`config.mk`:
```
export PLATFORM = sky130hd
export DESIGN_NAME = bs_control
export DESIGN_NICKNAME = d
export VERILOG_FILES = /design/src/rtl/bs_cfg_pkg.sv /design/src/rtl/bs_fixed_pkg.sv /design/src/rtl/bs_control.sv
export VERILOG_INCLUDE_DIRS = /design/src /design/src/rtl
export SDC_FILE = /design/constraint.sdc
export NUM_CORES = 1
export LEC_CHECK = 0
export ABC_AREA = 1
export BUFFER_PORTS_ARGS = -buffer_cell sky130_fd_sc_hd__buf_2
export CAP_MARGIN = 20
export CELL_PAD_IN_SITES_DETAIL_PLACEMENT = 0
export CELL_PAD_IN_SITES_GLOBAL_PLACEMENT = 1
export CORE_MARGIN = 8
export CORE_UTILIZATION = 38
export DETAILED_ROUTE_END_ITERATION = 6
export HOLD_SLACK_MARGIN = 0.08
export PLACE_DENSITY = 0.86
export SLEW_MARGIN = 20
export SYNTH_ARGS = -nofsm -noshare
export SYNTH_HDL_FRONTEND = slang
export SYNTH_SLANG_ARGS = --single-unit
```
`constraint.sdc`:
```
create_clock -name clk -period 7 [get_ports clk]
set_input_delay 1.75 -clock clk [delete_from_list [all_inputs] [get_ports clk]]
set_output_delay 1.75 -clock clk [all_outputs]
set_load 0.01 [all_outputs]
```
`src/rtl/bs_consts.svh`:
```
`ifndef BS_CONSTS_SVH
`define BS_CONSTS_SVH

// Configuration field widths.
`define BS_K_W      23
`define BS_C1_W     38
`define BS_C2_W     18
`define BS_G_W      20
`define BS_FRAC     15
`define BS_SUM_W    64
`define BS_NITER_W  32

// Datapath widths.
// const2*g is 8.30, table output 9.31, mantissa 2.15.
`define BS_ARG_W    38
`define BS_LUT_W    40
`define BS_MANT_W   17
`define BS_EXP_W    57
`define BS_SCALED_W 95
// const1*exp product is .61; drop 46 bits to get back to .15.
`define BS_SCALED_SH 46
`define BS_SQ_W     46

// Integer bounds of the table range.
`define BS_CLASS_LO (-18)
`define BS_CLASS_HI 5

`endif

```
`src/rtl/bs_cfg_pkg.sv`:
```
`include "bs_consts.svh"

package bs_cfg_pkg;

    // One-cycle command strobe, CMD_NONE when quiet.
    typedef enum logic [1:0] {
        CMD_NONE,
        CMD_RUN,
        CMD_ACK
    } cmd_t;

    // Core state as seen from outside.
    typedef enum logic [1:0] {
        ST_IDLE,
        ST_RUNNING,
        ST_COMPLETE
    } status_t;

    // Run configuration, 111 bits.
    typedef struct packed {
        // Number of samples to process.
        logic [`BS_NITER_W-1:0]    niter;
        // Strike, 8.15.
        logic signed [`BS_K_W-1:0] k;
        // Drift-scaled spot, 23.15.
        logic [`BS_C1_W-1:0]       c1;
        // Volatility term, 3.15.
        logic [`BS_C2_W-1:0]       c2;
    } bs_cfg_t;

endpackage

```
`src/rtl/bs_fixed_pkg.sv`:
```
`include "bs_consts.svh"

package bs_fixed_pkg;

    // Gaussian sample, g is 5.15.
    typedef struct packed {
        logic                      valid;
        logic signed [`BS_G_W-1:0] g;
    } sample_t;

    // const2*g read as signed integer plus fraction.
    typedef struct packed {
        logic signed [7:0] int_part;
        logic [29:0]       frac;
    } exp_class_t;

    // Same word read as (6,2) table index and leftover fraction.
    typedef struct packed {
        logic [1:0]  guard;
        logic [7:0]  idx;
        logic [12:0] rem;
        logic [14:0] tail;
    } exp_lut_t;

    typedef union packed {
        exp_class_t class_view;
        exp_lut_t   lut_view;
    } exp_arg_u;

    // Exponent range class.
    typedef enum logic [1:0] {
        RC_HIGH,
        RC_MID,
        RC_LOW
    } range_class_t;

    // Payoff result, value is 8.15.
    typedef struct packed {
        logic                 valid;
        logic [`BS_K_W-1:0]   value;
    } payoff_t;

endpackage

```
`src/rtl/bs_control.sv`:
```
`timescale 1ns/1ps
`include "bs_consts.svh"

module bs_control
    import bs_cfg_pkg::*;
    import bs_fixed_pkg::*;
(
    input  logic    clk,
    input  logic    nreset,
    input  cmd_t    cmd,
    input  bs_cfg_t cfg,
    input  sample_t sample,
    input  logic    sq_done,
    output status_t status,
    output bs_cfg_t cfg_q,
    output sample_t accepted,
    output logic    clear
);

    status_t                state;
    status_t                state_nxt;
    logic [`BS_NITER_W-1:0] acc_cnt;
    logic [`BS_NITER_W-1:0] done_cnt;
    logic [`BS_NITER_W-1:0] done_nxt;
    logic                   take;

    // Pass a strobe only while running and below niter.
    assign take = sample.valid && (state == ST_RUNNING) && (acc_cnt < cfg_q.niter);
    assign accepted.valid = take;
    assign accepted.g = sample.g;

    // Result count including this cycle's square.
    assign done_nxt = done_cnt + {{(`BS_NITER_W-1){1'b0}}, sq_done};

    assign clear = (state == ST_IDLE);
    assign status = state;

    always_comb begin
        state_nxt = state;
        case (state)
            ST_IDLE: begin
                if (cmd == CMD_RUN) begin
                    state_nxt = ST_RUNNING;
                end
            end
            ST_RUNNING: begin
                // Zero iterations also lands here on the first cycle.
                if (done_nxt == cfg_q.niter) begin
                    state_nxt = ST_COMPLETE;
                end
            end
            ST_COMPLETE: begin
                if (cmd == CMD_ACK) begin
                    state_nxt = ST_IDLE;
                end
            end
            default: begin
                state_nxt = ST_IDLE;
            end
        endcase
    end

    always_ff @(posedge clk or negedge nreset) begin
        if (!nreset) begin
            state <= ST_IDLE;
            acc_cnt <= '0;
            done_cnt <= '0;
        end else begin
            state <= state_nxt;
            if (state == ST_IDLE) begin
                acc_cnt <= '0;
                done_cnt <= '0;
            end else begin
                acc_cnt <= acc_cnt + {{(`BS_NITER_W-1){1'b0}}, take};
                done_cnt <= done_nxt;
            end
        end
    end

    // Track inputs while idle, hold from the run edge on.
    always_ff @(posedge clk) begin
        if (state == ST_IDLE) begin
            cfg_q <= cfg;
        end
    end

endmodule

```
==> impl_metrics.ini <==
[floorplanning]
die_h_um = 168
initial_utilization = 0.387
die-area_um2 = 28100
die_x_um = 168
io_pins = 272
num_rows = 55
core-area_um2 = 22600

[worst_setup_path]
cp_max_fo = 2
crit_buf_inv = 2
required_ns = 5.25
crit_path_cell_trace = buf_2 > nand2_1 > nor4_1 > o2111ai_1 > a21oi_1 > buf_2
arrival_ns = 2.84
path_class = in -> out
critPathCaptureType = primary output
r2r-start = cfg_q[97]
reg2reg_slack_ns = 3.27
critPathMostFrequentCell = buf_2
startpoint = sample[20]
crit_slowest_cell = a21oi_1
cp_top_family = compound AO/OA/AOI/OAI gates
start_kind = primary input
slowest_delay_ns = 0.36

[synth]
synth-seq-area-share = 0.570
async_reset_ff_frac = 0.373
syn-instance-count = 927
synth_edf_count = 111
synth.area.top_cells = edfxtp_1, dfrtp_1, nand2_1
avgSynthCellArea_um2 = 9.44
synth_warnings = 0
yosysTopAreaCellShare = 0.381
yosysTopAreaCell = edfxtp_1
synthesis.area_um2 = 8750
ys_types = 42
ys_ff_latch = 177
syn_nets = 1099
yosys_most_used_dff = edfxtp_1

[cts]
tritoncts = yes
cts_buffers = 17
clkTransAtPathRegs_ns = 0.08
cts.repair.resized = 0
post_cts_buffers = 0
cts.htree.levels = 4
clockBufferDepth = 2
cts_sinks = 177
hold_buffers = 0
clkLatencyLatePin_ns = 0.44
cts-root-buf = clkbuf_16

[timing]
layout_setup_ws_ns = 2.41
rsz0062_at_grt = no
skew_ns = 0.0157
slew_violations = 0
max_slew_margin = 0.393
worstMarginPinSlew_ns = 0.910
fin_crit_sh = 0.655
max_freq_ghz = 0.218
min_period_ns = 4.59
fin_tns_setup_ns = 0
setup_violations = 0
holdWs_ns = 0.584
hold_viol = 0

[pwr]
p_total_mw = 3.53
peakVddDrop_uv = 208
leakage_nw = 5.09
power_density_nw_per_um2 = 327

[drt]
first_iter_violations = 299
wirelength_um = 23500
drcViolationCount = 0
viasPerCell = 4.78
vias = 6948
wl_per_cell_um = 16.2
ant_nets = 0
drtPass1Iterations = 5

[grt]
grt_pass1_vias = 7106
grt_max_degree = 68
overflow = 0
grt_use_total = 0.169
grt_pass1_wl_um = 37500
antenna_found_initial = 1

[finish]
area_delta_synth_final_pct = 23.3
drive_gt1_frac = 0.254
final_common_cell = nand2_1
final_nets = 1326
final_cell_mix = nand2_1, buf_2, nor2_1, edfxtp_1, inv_1
postLayoutCoreUtil = 0.477

[placed_design]
gp_congestion = 0.850
dp_hpwl_um = 18500
portBuffers = 231
place_ws_ns = 2.28

[status]
outcome = finished clean

[worst_hold_path]
min-delay-path-class = reg -> reg
hold_path.startpoint = acc_cnt[20]

[run]
cap_violations = 0
per-layer routing:
metal  global-route usage  wire, um  up-vias
met4               0.0629       552        0
met3               0.0640      2050       28
met1                0.190      9450     3146
li1                     -         -     3529
met2                0.288     11400      245
met5                    0         0        -
flip-flops by register name, indices dropped and copies added, names as in the netlist:
| register | cells |
|---|---|
| acc_cnt | 32 |
| cfg_q | 111 |
| done_cnt | 32 |
| status | 2 |
worst min-delay path: cells and delay by family, from the launching register on:
kind | cells | cell delay, ns
AOI/OAI and AO/OA | 1 | 0.06
DFF | 1 | 0.41
and+or+nand+nor | 1 | 0.08
power by group:
group	switching (mW)	internal, mW
Clock	0.506	0.536
Sequential	0.115	1.45
Combinational	0.631	0.292
Total	1.25	2.28
logic make-up after synthesis:
| family | after synthesis | share of synthesized area |
|---|---|---|
| adder cells (fa/ha/maj) | 35 | 0.0500 |
| buffers and inverters | 132 | 0.0656 |
| flip-flops | 177 | 0.570 |
| AO/OA/AOI/OAI | 79 | 0.0495 |
| XOR/XNOR | 9 | 0.0106 |
| AND/OR/NAND/NOR | 495 | 0.255 |
cells in the mapped netlist (8+ instances only):
library cell	instances
nand2_2	10
nand2_1	239
a21oi_1	49
nor2_1	112
ha_1	35
dfrtp_1	66
nand3b_1	8
buf_4	21
nand3_1	72
nand4_1	16
nor3_1	14
inv_1	103
edfxtp_1	111
o21ai_0	16
through the flow:
step	cell area [um2]	instances
floorplan	8750	927
global placement	10100	1420
detailed placement	10100	1420
CTS	10800	1452
global route	10800	1452
finish	10800	1453
path summary, 6_finish.rpt:
path | to | depth (start not counted)
worst max register to register | acc_cnt[20] | 22
max in group asynchronous | status[0] | 2
worst min-delay path | acc_cnt[20] | 2
worst min register to register | acc_cnt[20] | 2
worst max-delay path | accepted[20] | 6
min in group asynchronous | done_cnt[6] | 2
area by class of cell:
class | instances | area (um2)
tap | 285 | 357
timing repair buffer | 235 | 1190
clock inverter | 15 | 243
inverter | 105 | 394
fill | 2133 | 11800
sequential | 177 | 4980
multi-input combinational | 618 | 3200
clock buffer | 17 | 425
antenna | 1 | 2.50
Power figures use the tool's default switching activity.
