**src/rtl/bs_consts.svh**
```systemverilog
`ifndef BS_CONSTS_SVH
`define BS_CONSTS_SVH

// Configuration field widths.
`define BS_K_W      23
`define BS_C1_W     38
`define BS_C2_W     18
`define BS_G_W      20
`define BS_FRAC     15
`define BS_SUM_W    64
`define BS_NITER_W  32

// Datapath widths.
// const2*g is 8.30, table output 9.31, mantissa 2.15.
`define BS_ARG_W    38
`define BS_LUT_W    40
`define BS_MANT_W   17
`define BS_EXP_W    57
`define BS_SCALED_W 95
// const1*exp product is .61; drop 46 bits to get back to .15.
`define BS_SCALED_SH 46
`define BS_SQ_W     46

// Integer bounds of the table range.
`define BS_CLASS_LO (-18)
`define BS_CLASS_HI 5

`endif

```
**src/rtl/bs_fixed_pkg.sv**
```systemverilog
`include "bs_consts.svh"

package bs_fixed_pkg;

    // Gaussian sample, g is 5.15.
    typedef struct packed {
        logic                      valid;
        logic signed [`BS_G_W-1:0] g;
    } sample_t;

    // const2*g read as signed integer plus fraction.
    typedef struct packed {
        logic signed [7:0] int_part;
        logic [29:0]       frac;
    } exp_class_t;

    // Same word read as (6,2) table index and leftover fraction.
    typedef struct packed {
        logic [1:0]  guard;
        logic [7:0]  idx;
        logic [12:0] rem;
        logic [14:0] tail;
    } exp_lut_t;

    typedef union packed {
        exp_class_t class_view;
        exp_lut_t   lut_view;
    } exp_arg_u;

    // Exponent range class.
    typedef enum logic [1:0] {
        RC_HIGH,
        RC_MID,
        RC_LOW
    } range_class_t;

    // Payoff result, value is 8.15.
    typedef struct packed {
        logic                 valid;
        logic [`BS_K_W-1:0]   value;
    } payoff_t;

endpackage

```
**src/rtl/bs_accumulator.sv**
```systemverilog
`timescale 1ns/1ps
`include "bs_consts.svh"

module bs_accumulator
    import bs_fixed_pkg::*;
(
    input  logic                 clk,
    input  logic                 nreset,
    input  logic                 clear,
    input  payoff_t              payoff,
    output logic [`BS_SUM_W-1:0] sum,
    output logic [`BS_SUM_W-1:0] pow_sum,
    output logic                 sq_done
);

    // Square of the payoff, 16.30.
    logic [`BS_SQ_W-1:0] sq_q;
    logic                sq_vld;

    always_ff @(posedge clk) begin
        sq_q <= payoff.value * payoff.value;
    end

    always_ff @(posedge clk or negedge nreset) begin
        if (!nreset) begin
            sum <= '0;
            pow_sum <= '0;
            sq_vld <= 1'b0;
        end else if (clear) begin
            sum <= '0;
            pow_sum <= '0;
            sq_vld <= 1'b0;
        end else begin
            sq_vld <= payoff.valid;
            if (payoff.valid) begin
                sum <= sum + {{(`BS_SUM_W-`BS_K_W){1'b0}}, payoff.value};
            end
            // Square back to .15 before adding.
            if (sq_vld) begin
                pow_sum <= pow_sum + {{(`BS_SUM_W-`BS_SQ_W+`BS_FRAC){1'b0}},
                                      sq_q[`BS_SQ_W-1:`BS_FRAC]};
            end
        end
    end

    assign sq_done = sq_vld;

endmodule

```
**config.mk**
```make
export PLATFORM = sky130hd
export DESIGN_NAME = bs_accumulator
export DESIGN_NICKNAME = d
export VERILOG_FILES = /design/src/rtl/bs_fixed_pkg.sv /design/src/rtl/bs_accumulator.sv
export VERILOG_INCLUDE_DIRS = /design/src /design/src/rtl
export SDC_FILE = /design/constraint.sdc
export NUM_CORES = 1
export LEC_CHECK = 0
export ABC_AREA = 1
export BUFFER_PORTS_ARGS = -buffer_cell sky130_fd_sc_hd__buf_4
export CAP_MARGIN = 20
export CORE_MARGIN = 2
export CORE_UTILIZATION = 41
export CTS_CLUSTER_DIAMETER = 30
export DETAILED_ROUTE_END_ITERATION = 12
export SLEW_MARGIN = 25
export SYNTH_ARGS = -nofsm -noshare
export SYNTH_HDL_FRONTEND = slang
export SYNTH_SLANG_ARGS = --single-unit
```
**constraint.sdc**
```tcl
create_clock -name clk -period 5.37 [get_ports clk]
set_clock_uncertainty 0.2 [all_clocks]
set_input_delay 1.3425 -clock clk [delete_from_list [all_inputs] [get_ports clk]]
set_output_delay 1.3425 -clock clk [all_outputs]
set_load 0.05 [all_outputs]
```
==> out/qor_table.md, run 1 <==
| Group | Quantity | This run |
|:---|:---|:---|
| drt | Via count | 25,827 |
| outcome | Failing checks | setup timing |
| cts | Clock sink count | 160 |
| synth | Count of different cell masters after synthesis | 46 |
| cts | Clock transition at the registers of the reported paths | 0.07 ns |
| synth | Mean instance size in the synthesized netlist | 7.08 µm² |
| setup path | Crit-path slowest cell | sky130_fd_sc_hd__fa_1 |
| cts | CTS Root Cell | sky130_fd_sc_hd__clkbuf_16 |
| finish | Fraction of final layout cells with drive strength greater than 1 | 22.7% |
| global routing | Vias in the first global route | 26,604 |
| drt | Antenna violation net count after detailed routing | 0 |
| floorplanning | Die Y-Extent | 263 µm |
| finish | Synth-to-layout area growth | 29.2% |
| finish | Most common cell after layout, fill and taps aside | sky130_fd_sc_hd__nand2_1 |
| placed design | Buffers on Ports | 155 |
| timing | RSZ-0062 raised after global routing | yes |
| finish | Net count of the finished layout | 5,000 |
| floorplanning | Full die area | 69,200 µm² |
| finish | Count of fill cells added during filler insertion | 6,429 |
| synth | Flops & latches, synth | 160 |
| global routing | All-Layer GR Usage | 25.8% |
| cts | Total CTS buffers | 17 |
| global routing | Maximum number of pins on one net before global-route repair | 79 |
| worst hold path | Startpoint of the tightest hold check path | pow_sum[25] |
| synth | Post-synthesis async set-or-reset flop share | 80.6% |
| synth | Yosys top cell by area | sky130_fd_sc_hd__fa_1 |
| synth | Dominant cells by area after synthesis | sky130_fd_sc_hd__fa_1 28%, sky130_fd_sc_hd__nand2_1 15%, sky130_fd_sc_hd__inv_1 13% |
| drt | DRC | 0 |
| setup path | End of the worst register-to-register path | pow_sum[62] |
| timing | Final slew viol count | 0 |
| drt | Vias/cell | 4.93 |
| setup path | Startpoint class of the critical path | input pin |
| setup path | Cell depth of the worst setup path | 25 |
| timing | Relative max-transition margin | 42.3% |
| setup path | Required time of the critical path | 5.51 ns |
| setup path | Critical R2R Launch | pow_sum[0] |
| floorplanning | Width of the die | 263 µm |
| drt | Number of design-rule violations left by the first detailed-router iteration | 1,653 |
| synth | Share of Yosys cell area claimed by the top area cell type | 28.1% |
| setup path | CP arrival | 6.73 ns |
| finish | Antenna diodes | 0 |
| timing | Portion of the clock cycle consumed by the worst path in the final layout | 123% |
| placed design | GP Congestion | 0.952 |
| worst hold path | Hold Crit Depth | 2 |
| finish | Most frequent cells in the layout | 988 x sky130_fd_sc_hd__nand2_1, 851 x sky130_fd_sc_hd__inv_1, 452 x sky130_fd_sc_hd__buf_4 |
| setup path | Cell with the most instances on the worst path | sky130_fd_sc_hd__inv_2 |
| worst hold path | WHS Endpoint | pow_sum[25] |
| synth | Sequential share of the synthesized area | 14.0% |
| floorplanning | Boundary Pins | 156 |
| drt | Total length of routed wires | 89,100 µm |
| global routing | Global-route wire length before repair | 142,000 µm |
| drt | Initial DRT Pass Iterations | 6 |
| outcome | Run status | finished with violations |
| drt | Average wire per cell in the routed design | 17.0 µm |
| setup path | Crit path kind | in -> reg |
| setup path | Cell family contributing the most delay on the critical path | adder cells |
| setup path | Depth of the worst register-to-register path | 12 |
| timing | Final hold violation count | 0 |
| worst hold path | Worst Hold Class | reg -> reg |
| cts | Maximum root-to-sink buffer count | 2 |
| global routing | Antenna violations before repair | 0 |
| timing | Min setup slack post-route | -1.22 ns |
| timing | Final TNS setup | -33.94 ns |
| setup path | Buffering stage count on the worst path with inverters included | 10 |
| floorplanning | Rows | 94 |
| timing | Final critical-path required period | 6.59 ns |
| global routing | Overflow left after global routing | 0 |
| setup path | Internal reg-to-reg setup slack | 2.51 ns |
| setup path | CP endpoint kind | flip-flop |
| timing | Slew of the pin with the lowest slew margin | 0.866 ns |
| cts | TritonCTS clock tree | built |
| cts | Insertion delay to the later sink of the worst-skew pair | 0.47 ns |
| timing | # setup viols final | 31 |
| synth | Syn nets | 4,526 |
| floorplanning | Initial core utilization | 41.6% |
| synth | Cell Area, Synth | 27,500 µm² |
| synth | Count of flip-flops with a built-in enable after synthesis | 0 |
| synth | Syn Inst Count | 3,887 |
| finish | Combined area of the multi-input logic cells | 21,700 µm² |
| cts | H-tree levels | 4 |
| placed design | DPL Wire Length | 71,900 µm |
| setup path | Max incr delay on CP | 0.55 ns |
| setup path | Crit Path Max Fanout | 6 |
| floorplanning | Placeable core area | 66,100 µm² |
| timing | Achievable frequency | 152 MHz |
| finish | Area taken by flip-flops and latches | 3850 µm² |
| synth | Dominant synthesized flop cell | sky130_fd_sc_hd__dfrtp_1 |
| synth | Synthesis warning total | 0 |
| flow run | Max-capacitance violation count | 0 |
[worst reg2reg max path, cell delays in order (launching register included)]
cell                      delay (ns)
sky130_fd_sc_hd__dfrtp_1        0.40
sky130_fd_sc_hd__ha_1           0.25
sky130_fd_sc_hd__fa_1           0.47
sky130_fd_sc_hd__nand3_1        0.12
sky130_fd_sc_hd__nand3_1        0.22
sky130_fd_sc_hd__nand2_1        0.12
sky130_fd_sc_hd__nand2_1        0.10
sky130_fd_sc_hd__nand2_1        0.08
sky130_fd_sc_hd__nand2_1        0.15
sky130_fd_sc_hd__nand2_1        0.10
sky130_fd_sc_hd__nand3_1        0.25
sky130_fd_sc_hd__a21oi_1        0.23
sky130_fd_sc_hd__nor2_1         0.06
[cells by family (layout without fill, tap and decap cells)]
group | Yosys count | after routing | synth area share [%]
xor+xnor | 51 | 51 | 1.62
mux | 1 | 1 | 0.0409
simple gates | 1749 | 1749 | 26.2
flops | 160 | 160 | 14.0
buf+inv | 1014 | 1501 | 13.9
compound gates | 300 | 300 | 5.90
fa+ha+maj | 612 | 612 | 38.4
[worst max-delay path by stage]
stage	from	end	slack, ns
6_report	payoff[11]	sq_q[30]	-1.22
5_1_grt	payoff[10]	sq_q[45]	-1.37
4_1_cts	payoff[14]	sq_q[39]	-1.16
3_5_place_dp	payoff[6]	sq_q[18]	-2.01
3_3_place_gp	payoff[6]	sq_q[18]	-1.99
2_1_floorplan	payoff[10]	sq_q[44]	-1.32
[per-stage QoR]
| stage | setup WS, ns | util (%) | std cells | hold WS [ns] | area, µm² |
|---|---|---|---|---|---|
| after floorplan | -1.32 | - | 3887 | 0.337 | 28300 |
| after global placement | -1.99 | 49.1 | 5153 | 0.300 | 32400 |
| after detailed placement | -2.01 | 49.1 | 5153 | 0.302 | 32400 |
| after CTS | -1.16 | 52.3 | 5215 | 0.320 | 34600 |
| after global routing | -1.37 | 53.8 | 5238 | 0.343 | 35500 |
| final | -1.22 | 53.8 | 5238 | 0.313 | 35500 |
[what timing repair did]
item	in CTS	in global routing
gates cloned	5	8
hold buffers	0	0
setup endpoints to repair	31	31
resized for setup	336	185
pin swaps	165	128
buffers inserted	30	17
[routing by layer]
metal / track usage (%) / vias up / part of all wire, %
met5: 0 / - / 0
met4: 5.30 / 0 / 2.5
met3: 2.68 / 129 / 4.7
met2: 44.9 / 677 / 48
met1: 34.8 / 12392 / 45
li1: - / 12629 / -
[synth_stat cells (all sizes together), types with 2 or more instances]
cell type,instances
o21ai,95
clkbuf,61
nand3b,11
o21a,10
o31ai,2
dfxtp,31
a22o,4
a21o,8
nand4,49
inv,937
nor2,348
or2,13
ha,226
xnor2,28
nor3,43
nor4,16
o21bai,10
and2,6
nand2,1090
dfrtp,129
fa,386
xor2,23
buf,16
and3,3
nand3,169
a32o,3
a21oi,163
[cell type report]
class	count	share of cell area, %
Timing Repair Buffer	532	13.5
Clock inverter	14	0.370
Clock buffer	18	1.21
Tap cell	864	3.04
Multi-Input combinational cell	2713	61.1
Inverter	937	9.93
Sequential cell	160	10.8
[state kept, by name, indices dropped and copies added (netlist names)]
| signal | flops |
|---|---|
| pow_sum | 64 |
| sq_q | 31 |
| sum | 64 |
| sq_done | 1 |
Power of run 1 is left out: the tool's default activity adds up to more than one toggle a clock period on the data nets, which glitch-free logic cannot reach.
==> run 2, diff against run 1 <==
MAX_ROUTING_LAYER = met4   (was not set)
==> out/qor_table.md, run 2 (synthesis results as in run 1) <==
| Group | Quantity | This run | Change |
|:---|:---|:---|:---|
| outcome | Run status | finished with violations |  |
| outcome | Failing checks | setup timing |  |
| timing | Min setup slack post-route | -1.19 ns | +0.0322 ns |
| timing | # setup viols final | 31 | unchanged |
| floorplanning | Boundary Pins | 156 | unchanged |
| cts | Clock transition at the registers of the reported paths | 0.07 ns | about the same |
| setup path | Max incr delay on CP | 0.62 ns | +0.07 ns |
| finish | Antenna diodes | 0 | unchanged |
| timing | Relative max-transition margin | 44.7% | +2.4 points |
| drt | DRC | 0 | unchanged |
| finish | Fraction of final layout cells with drive strength greater than 1 | 22.3% | -0.31 points |
| global routing | Maximum number of pins on one net before global-route repair | 79 | unchanged |
| floorplanning | Rows | 94 | unchanged |
| finish | Synth-to-layout area growth | 28.9% |  |
| setup path | Cell with the most instances on the worst path | sky130_fd_sc_hd__fa_1 |  |
| setup path | Required time of the critical path | 5.53 ns | +0.02 ns |
| floorplanning | Initial core utilization | 41.6% | unchanged |
| setup path | Crit path kind | in -> reg |  |
| setup path | Depth of the worst register-to-register path | 12 | unchanged |
| drt | Via count | 25,603 | -0.87% |
| global routing | All-Layer GR Usage | 26.7% | +0.87 points |
| drt | Average wire per cell in the routed design | 16.7 µm | -1.6% |
| drt | Total length of routed wires | 87,900 µm | -1.4% |
| flow run | Max-capacitance violation count | 0 | unchanged |
| setup path | Buffering stage count on the worst path with inverters included | 4 | -6 |
| floorplanning | Width of the die | 263 µm | unchanged |
| cts | H-tree levels | 4 | unchanged |
| setup path | Crit Path Max Fanout | 7 | +1 |
| timing | Achievable frequency | 152 MHz | +0.49% |
| global routing | Vias in the first global route | 26,286 | -1.2% |
| global routing | Overflow left after global routing | 0 | unchanged |
| setup path | Cell depth of the worst setup path | 22 | -12% |
| drt | Vias/cell | 4.88 | -1.1% |
| setup path | Cell family contributing the most delay on the critical path | adder cells |  |
| setup path | CP endpoint kind | flip-flop |  |
| finish | Largest registers | pow_sum: 64 flops, sum: 64 flops, sq_q: 31 flops |  |
| global routing | Antenna violations before repair | 0 | unchanged |
| timing | Final slew viol count | 0 | unchanged |
| timing | Portion of the clock cycle consumed by the worst path in the final layout | 122% | -0.60 points |
| finish | Net count of the finished layout | 5,011 | +0.22% |
| finish | Count of fill cells added during filler insertion | 6,390 | -0.61% |
| cts | Maximum root-to-sink buffer count | 2 | unchanged |
| floorplanning | Die Y-Extent | 263 µm | unchanged |
| cts | Clock sink count | 160 | unchanged |
| global routing | Global-route wire length before repair | 142,000 µm | -0.32% |
| placed design | Buffers on Ports | 155 | unchanged |
| cts | CTS Root Cell | sky130_fd_sc_hd__clkbuf_16 |  |
| setup path | Internal reg-to-reg setup slack | 2.52 ns | about the same |
| drt | Number of design-rule violations left by the first detailed-router iteration | 1,682 | +1.8% |
| timing | Final hold violation count | 0 | unchanged |
| drt | Initial DRT Pass Iterations | 5 | -1 |
| placed design | GP Congestion | 0.965 | +1.3% |
| worst hold path | Hold Crit Depth | 2 | unchanged |
| finish | Most frequent cells in the layout | 995 x sky130_fd_sc_hd__nand2_1, 863 x sky130_fd_sc_hd__inv_1, 479 x sky130_fd_sc_hd__buf_4 |  |
| timing | Slew of the pin with the lowest slew margin | 0.830 ns | -0.0358 ns |
| floorplanning | Placeable core area | 66,100 µm² | unchanged |
| setup path | Crit-path cells | bufbuf_16, buf_8, nand2_2, fa_2, fa_1, fa_1, fa_1, fa_1, fa_1, fa_1, inv_1, ha_4, a21oi_4, nor2_1, nor2_1, a21boi_2, buf_4, nor2_2, nor2_2, nand3_1, nand2_1, nand2_2 |  |
| cts | TritonCTS clock tree | built |  |
| cts | Insertion delay to the later sink of the worst-skew pair | 0.48 ns | about the same |
| timing | RSZ-0062 raised after global routing | yes |  |
| cts | Total CTS buffers | 17 | unchanged |
| finish | Final Util | 53.6% | -0.11 points |
| finish | Most common cell after layout, fill and taps aside | sky130_fd_sc_hd__nand2_1 |  |
| setup path | Startpoint class of the critical path | input pin |  |
| setup path | CP arrival | 6.72 ns | about the same |
| floorplanning | Full die area | 69,200 µm² | unchanged |
| worst hold path | Worst Hold Class | reg -> reg |  |
| timing | Final critical-path required period | 6.56 ns | -0.0322 ns |
| drt | Antenna violation net count after detailed routing | 0 | unchanged |
| setup path | Crit-path slowest cell | sky130_fd_sc_hd__fa_2 |  |
| placed design | DPL Wire Length | 72,800 µm | +1.3% |
run 2: changes by cell type in the layout (fill, tap and decap cells not counted), sizes merged, moves of 2 or more:
cell / delta
buf: +16
clkbuf: -5
clkinv: -3
bufbuf: +2
run 2: worst paths after layout:
| check | start | to |
|---|---|---|
| worst max-delay path | payoff[16] | sq_q[39] |
| worst min-delay path | pow_sum[4] | pow_sum[4] |
| worst max register to register | pow_sum[0] | pow_sum[62] |
| worst min register to register | pow_sum[4] | pow_sum[4] |
| max in group asynchronous | nreset | sum[18] |
| min in group asynchronous | nreset | pow_sum[38] |
run 2: area by class of cell:
type / instances / area, µm² / share of cell area (%)
Clock buffer: 20 / 479 / 1.35
Clock inverter: 12 / 143 / 0.402
Inverter: 937 / 3530 / 9.95
Multi-Input combinational cell: 2713 / 21700 / 61.3
Sequential cell: 160 / 3850 / 10.9
Tap cell: 864 / 1080 / 3.05
Timing Repair Buffer: 543 / 4650 / 13.1
run 2: stage by stage:
step / hold slack [ns] / std cells / cell area, µm² / TNS (ns) / setup WS, ns
floorplan: 0.337 / 3887 / 28300 / -36.68 / -1.32
global placement: 0.299 / 5165 / 32600 / -54.76 / -1.85
detailed placement: 0.309 / 5165 / 32600 / -55.57 / -1.93
CTS: 0.324 / 5236 / 34900 / -32.90 / -1.16
global route: 0.340 / 5249 / 35500 / -38.86 / -1.36
finish: 0.326 / 5249 / 35500 / -33.35 / -1.19
run 2: metal layers:
metal	GRT usage [%]	routed length, µm	vias to the layer above
met4	4.51	1240	0
met5	-	0	-
met1	35.5	40100	12321
met2	44.6	42800	553
li1	-	-	12642
met3	2.91	3740	87
run 2: timing repair:
item / in CTS / in global routing
setup endpoints to repair: 31 / 31
cloned: 3 / 1
endpoints found under the hold margin: 0 / 0
pin swaps: 166 / 105
setup buffers: 39 / 16
hold buffers: 0 / 0
gates resized for setup: 349 / 126
run 2: worst min-delay path, stage by stage (launching register included):
cell and delay [ns]:
sky130_fd_sc_hd__dfrtp_1 0.38, sky130_fd_sc_hd__nand2_1 0.06, sky130_fd_sc_hd__o21ai_0 0.06
Power of run 2 is left out for the same reason.
==> run 3, diff against run 2 <==
ABC_AREA = not set   (was 1)
==> out/qor_table.md, run 3 <==
| Group | Quantity | This run | Change |
|:---|:---|:---|:---|
| outcome | Run status | finished with violations |  |
| outcome | Failing checks | setup timing |  |
| floorplanning | Full die area | 60,700 µm² | -12% |
| synth | Dominant cells by area after synthesis | sky130_fd_sc_hd__fa_1 32%, sky130_fd_sc_hd__dfrtp_1 13%, sky130_fd_sc_hd__ha_1 12% |  |
| placed design | GP Congestion | 0.902 | -6.5% |
| setup path | Crit-path slowest cell | sky130_fd_sc_hd__fa_1 |  |
| timing | Min setup slack post-route | -1.75 ns | -0.564 ns |
| synth | Flops & latches, synth | 160 | unchanged |
| timing | Achievable frequency | 140 MHz | -7.9% |
| floorplanning | Width of the die | 246 µm | -6.3% |
| synth | Syn Inst Count | 2,599 | -33% |
| floorplanning | Initial core utilization | 41.6% | -0.045 points |
| timing | # setup viols final | 31 | unchanged |
| timing | Final slew viol count | 0 | unchanged |
| synth | Mean instance size in the synthesized netlist | 9.26 µm² | +31% |
| finish | Largest registers | pow_sum: 64 flops, sum: 64 flops, sq_q: 31 flops |  |
| floorplanning | Boundary Pins | 156 | unchanged |
| setup path | CP endpoint kind | flip-flop |  |
| global routing | Global-route wire length before repair | 106,000 µm | -25% |
| timing | Slew of the pin with the lowest slew margin | 0.885 ns | +0.0551 ns |
| synth | Count of different cell masters after synthesis | 81 | +76% |
| finish | Area taken by flip-flops and latches | 3850 µm² | about the same |
| drt | Vias/cell | 5.07 | +4.0% |
| cts | CTS Root Cell | sky130_fd_sc_hd__clkbuf_16 |  |
| finish | Count of fill cells added during filler insertion | 5,277 | -17% |
| drt | Via count | 19,366 | -24% |
| setup path | Max incr delay on CP | 0.55 ns | -0.07 ns |
| worst hold path | Startpoint of the tightest hold check path | sum[63] |  |
| drt | Number of design-rule violations left by the first detailed-router iteration | 1,040 | -38% |
| global routing | Vias in the first global route | 20,460 | -22% |
| setup path | Critical R2R Launch | pow_sum[13] |  |
| synth | Post-synthesis async set-or-reset flop share | 80.6% | unchanged |
| timing | Final hold violation count | 0 | unchanged |
| synth | Share of Yosys cell area claimed by the top area cell type | 32.1% | +4.0 points |
| floorplanning | Die Y-Extent | 246 µm | -6.3% |
| synth | Synthesis warning total | 0 | unchanged |
| drt | DRC | 0 | unchanged |
| cts | Clock transition at the registers of the reported paths | 0.07 ns | about the same |
| drt | Antenna violation net count after detailed routing | 0 | unchanged |
| cts | Clock sink count | 160 | unchanged |
| setup path | Required time of the critical path | 5.49 ns | -0.04 ns |
| synth | Count of flip-flops with a built-in enable after synthesis | 0 | unchanged |
| placed design | DPL Wire Length | 52,900 µm | -27% |
| flow run | Max-capacitance violation count | 0 | unchanged |
| finish | Antenna diodes | 0 | unchanged |
| floorplanning | Placeable core area | 57,900 µm² | -12% |
| synth | Sequential share of the synthesized area | 16.0% | +2.0 points |
| setup path | Crit Path Max Fanout | 5 | -2 |
| finish | Most frequent cells in the layout | 474 x sky130_fd_sc_hd__inv_1, 445 x sky130_fd_sc_hd__buf_4, 360 x sky130_fd_sc_hd__fa_1 |  |
| drt | Average wire per cell in the routed design | 17.4 µm | +3.8% |
| cts | Insertion delay to the later sink of the worst-skew pair | 0.44 ns | -0.04 ns |
| finish | Synth-to-layout area growth | 27.1% |  |
| worst hold path | Worst Hold Class | reg -> reg |  |
| cts | TritonCTS clock tree | built |  |
| finish | Fraction of final layout cells with drive strength greater than 1 | 25.8% | +3.5 points |
| global routing | All-Layer GR Usage | 22.5% | -4.1 points |
| timing | Portion of the clock cycle consumed by the worst path in the final layout | 133% | +10 points |
| setup path | Cell with the most instances on the worst path | sky130_fd_sc_hd__fa_1 |  |
| synth | Most numerous cell in the Yosys netlist | sky130_fd_sc_hd__inv_1 |  |
| cts | Total CTS buffers | 17 | unchanged |
| global routing | Maximum number of pins on one net before global-route repair | 75 | -5.1% |
| finish | Net count of the finished layout | 3,677 | -27% |
| timing | Hold Worst Slack | 0.363 ns | +0.0372 ns |
| synth | Top post-synthesis cells by count | 521 x sky130_fd_sc_hd__inv_1, 386 x sky130_fd_sc_hd__fa_1, 226 x sky130_fd_sc_hd__ha_1 |  |
| synth | Yosys top cell by area | sky130_fd_sc_hd__fa_1 |  |
| setup path | Start point of the critical path | payoff[4] |  |
| timing | Relative max-transition margin | 40.5% | -4.2 points |
| finish | Combined area of the multi-input logic cells | 18,800 µm² | -14% |
| global routing | Antenna violations before repair | 1 | +1 |
| synth | Cell Area, Synth | 24,100 µm² | -12% |
| synth | Syn nets | 3,238 | -28% |
| cts | H-tree levels | 4 | unchanged |
| drt | Total length of routed wires | 66,300 µm | -25% |
| floorplanning | Rows | 88 | -6.4% |
| cts | Maximum root-to-sink buffer count | 2 | unchanged |
| cts | CTS hold repair buffers | 0 | unchanged |
| timing | RSZ-0062 raised after global routing | yes |  |
| timing | Final critical-path required period | 7.12 ns | +0.564 ns |
| global routing | Overflow left after global routing | 0 | unchanged |
| placed design | Buffers on Ports | 155 | unchanged |
| synth | Dominant synthesized flop cell | sky130_fd_sc_hd__dfrtp_1 |  |
| setup path | Startpoint class of the critical path | input pin |  |
| setup path | CP arrival | 7.25 ns | +0.53 ns |
| drt | Initial DRT Pass Iterations | 6 | +1 |
| setup path | Crit path kind | in -> reg |  |
| finish | Most common cell after layout, fill and taps aside | sky130_fd_sc_hd__inv_1 |  |
run 3: cell count changes after synthesis, sizes merged, moves of 55 or more:
cell   previous run  this run
inv             937       521
xor2             23        78
a21oi           163       103
nand2          1090       219
nor2            348       178
and2              6       110
nand3           169        49
run 3: routing by layer:
metal,global-route usage (%),part of all wire [%]
met1,28.8,43
met2,37.6,49
met3,2.73,5.2
met4,6.40,3.1
met5,-,0
run 3: cell families after synthesis:
kind of cell               Yosys count  synth area share (%)
buffers and inverters              616                  9.75
AOI/OAI and AO/OA                  335                  9.53
xor gates and xnor gates           155                  5.64
and+or+nand+nor                    683                  13.7
DFF                                160                  16.0
adders and majority gates          612                  43.8
muxes                               38                  1.58
run 3: final cells by class:
cell class / instances / share of cell area [%]
multi-input combinational: 1823 / 61.3
clock inverter: 13 / 0.368
inverter: 521 / 6.40
sequential: 160 / 12.6
clock buffer: 19 / 1.48
timing repair buffer: 515 / 14.8
tap: 765 / 3.13
run 3: what timing repair did:
| action | CTS | global route |
|---|---|---|
| endpoints found under the hold margin | 0 | 0 |
| setup endpoints to repair | 31 | 31 |
| buffers inserted | 31 | 24 |
| gates resized for setup | 148 | 133 |
| cloned | 3 | 6 |
| pin swaps | 84 | 80 |
run 3: stage by stage:
stage               TNS (ns)  area [µm²]  util [%]  std cells  setup slack, ns
detailed placement    -67.53       28400      49.0       3723            -2.47
global placement      -65.13       28400      49.0       3723            -2.36
global route          -52.07       30600      52.8       3816            -1.95
finish                -47.78       30600      52.8       3816            -1.75
floorplan             -50.31       24400         -       2599            -2.03
CTS                   -46.80       29900      51.6       3789            -1.76
run 3: worst paths after layout:
| path | end | cells past startpoint | slack, ns |
|---|---|---|---|
| min reg2reg | sum[63] | 3 | 0.36 |
| min | sum[63] | 3 | 0.36 |
| max in group asynchronous | sq_done | 2 | 3.30 |
| min in group asynchronous | pow_sum[40] | 1 | 0.66 |
| max | sq_q[44] | 27 | -1.75 |
| max reg2reg | pow_sum[45] | 10 | 1.87 |
run 3: worst max-delay path: cells and delay by family:
family | cells | cell delay (ns)
adder cells (fa/ha/maj) | 8 | 3.46
AO/OA/AOI/OAI | 7 | 1.26
buffers and inverters | 9 | 0.78
AND/OR/NAND/NOR | 2 | 0.25
XOR/XNOR | 1 | 0.15
Power of run 3 is left out for the same reason.
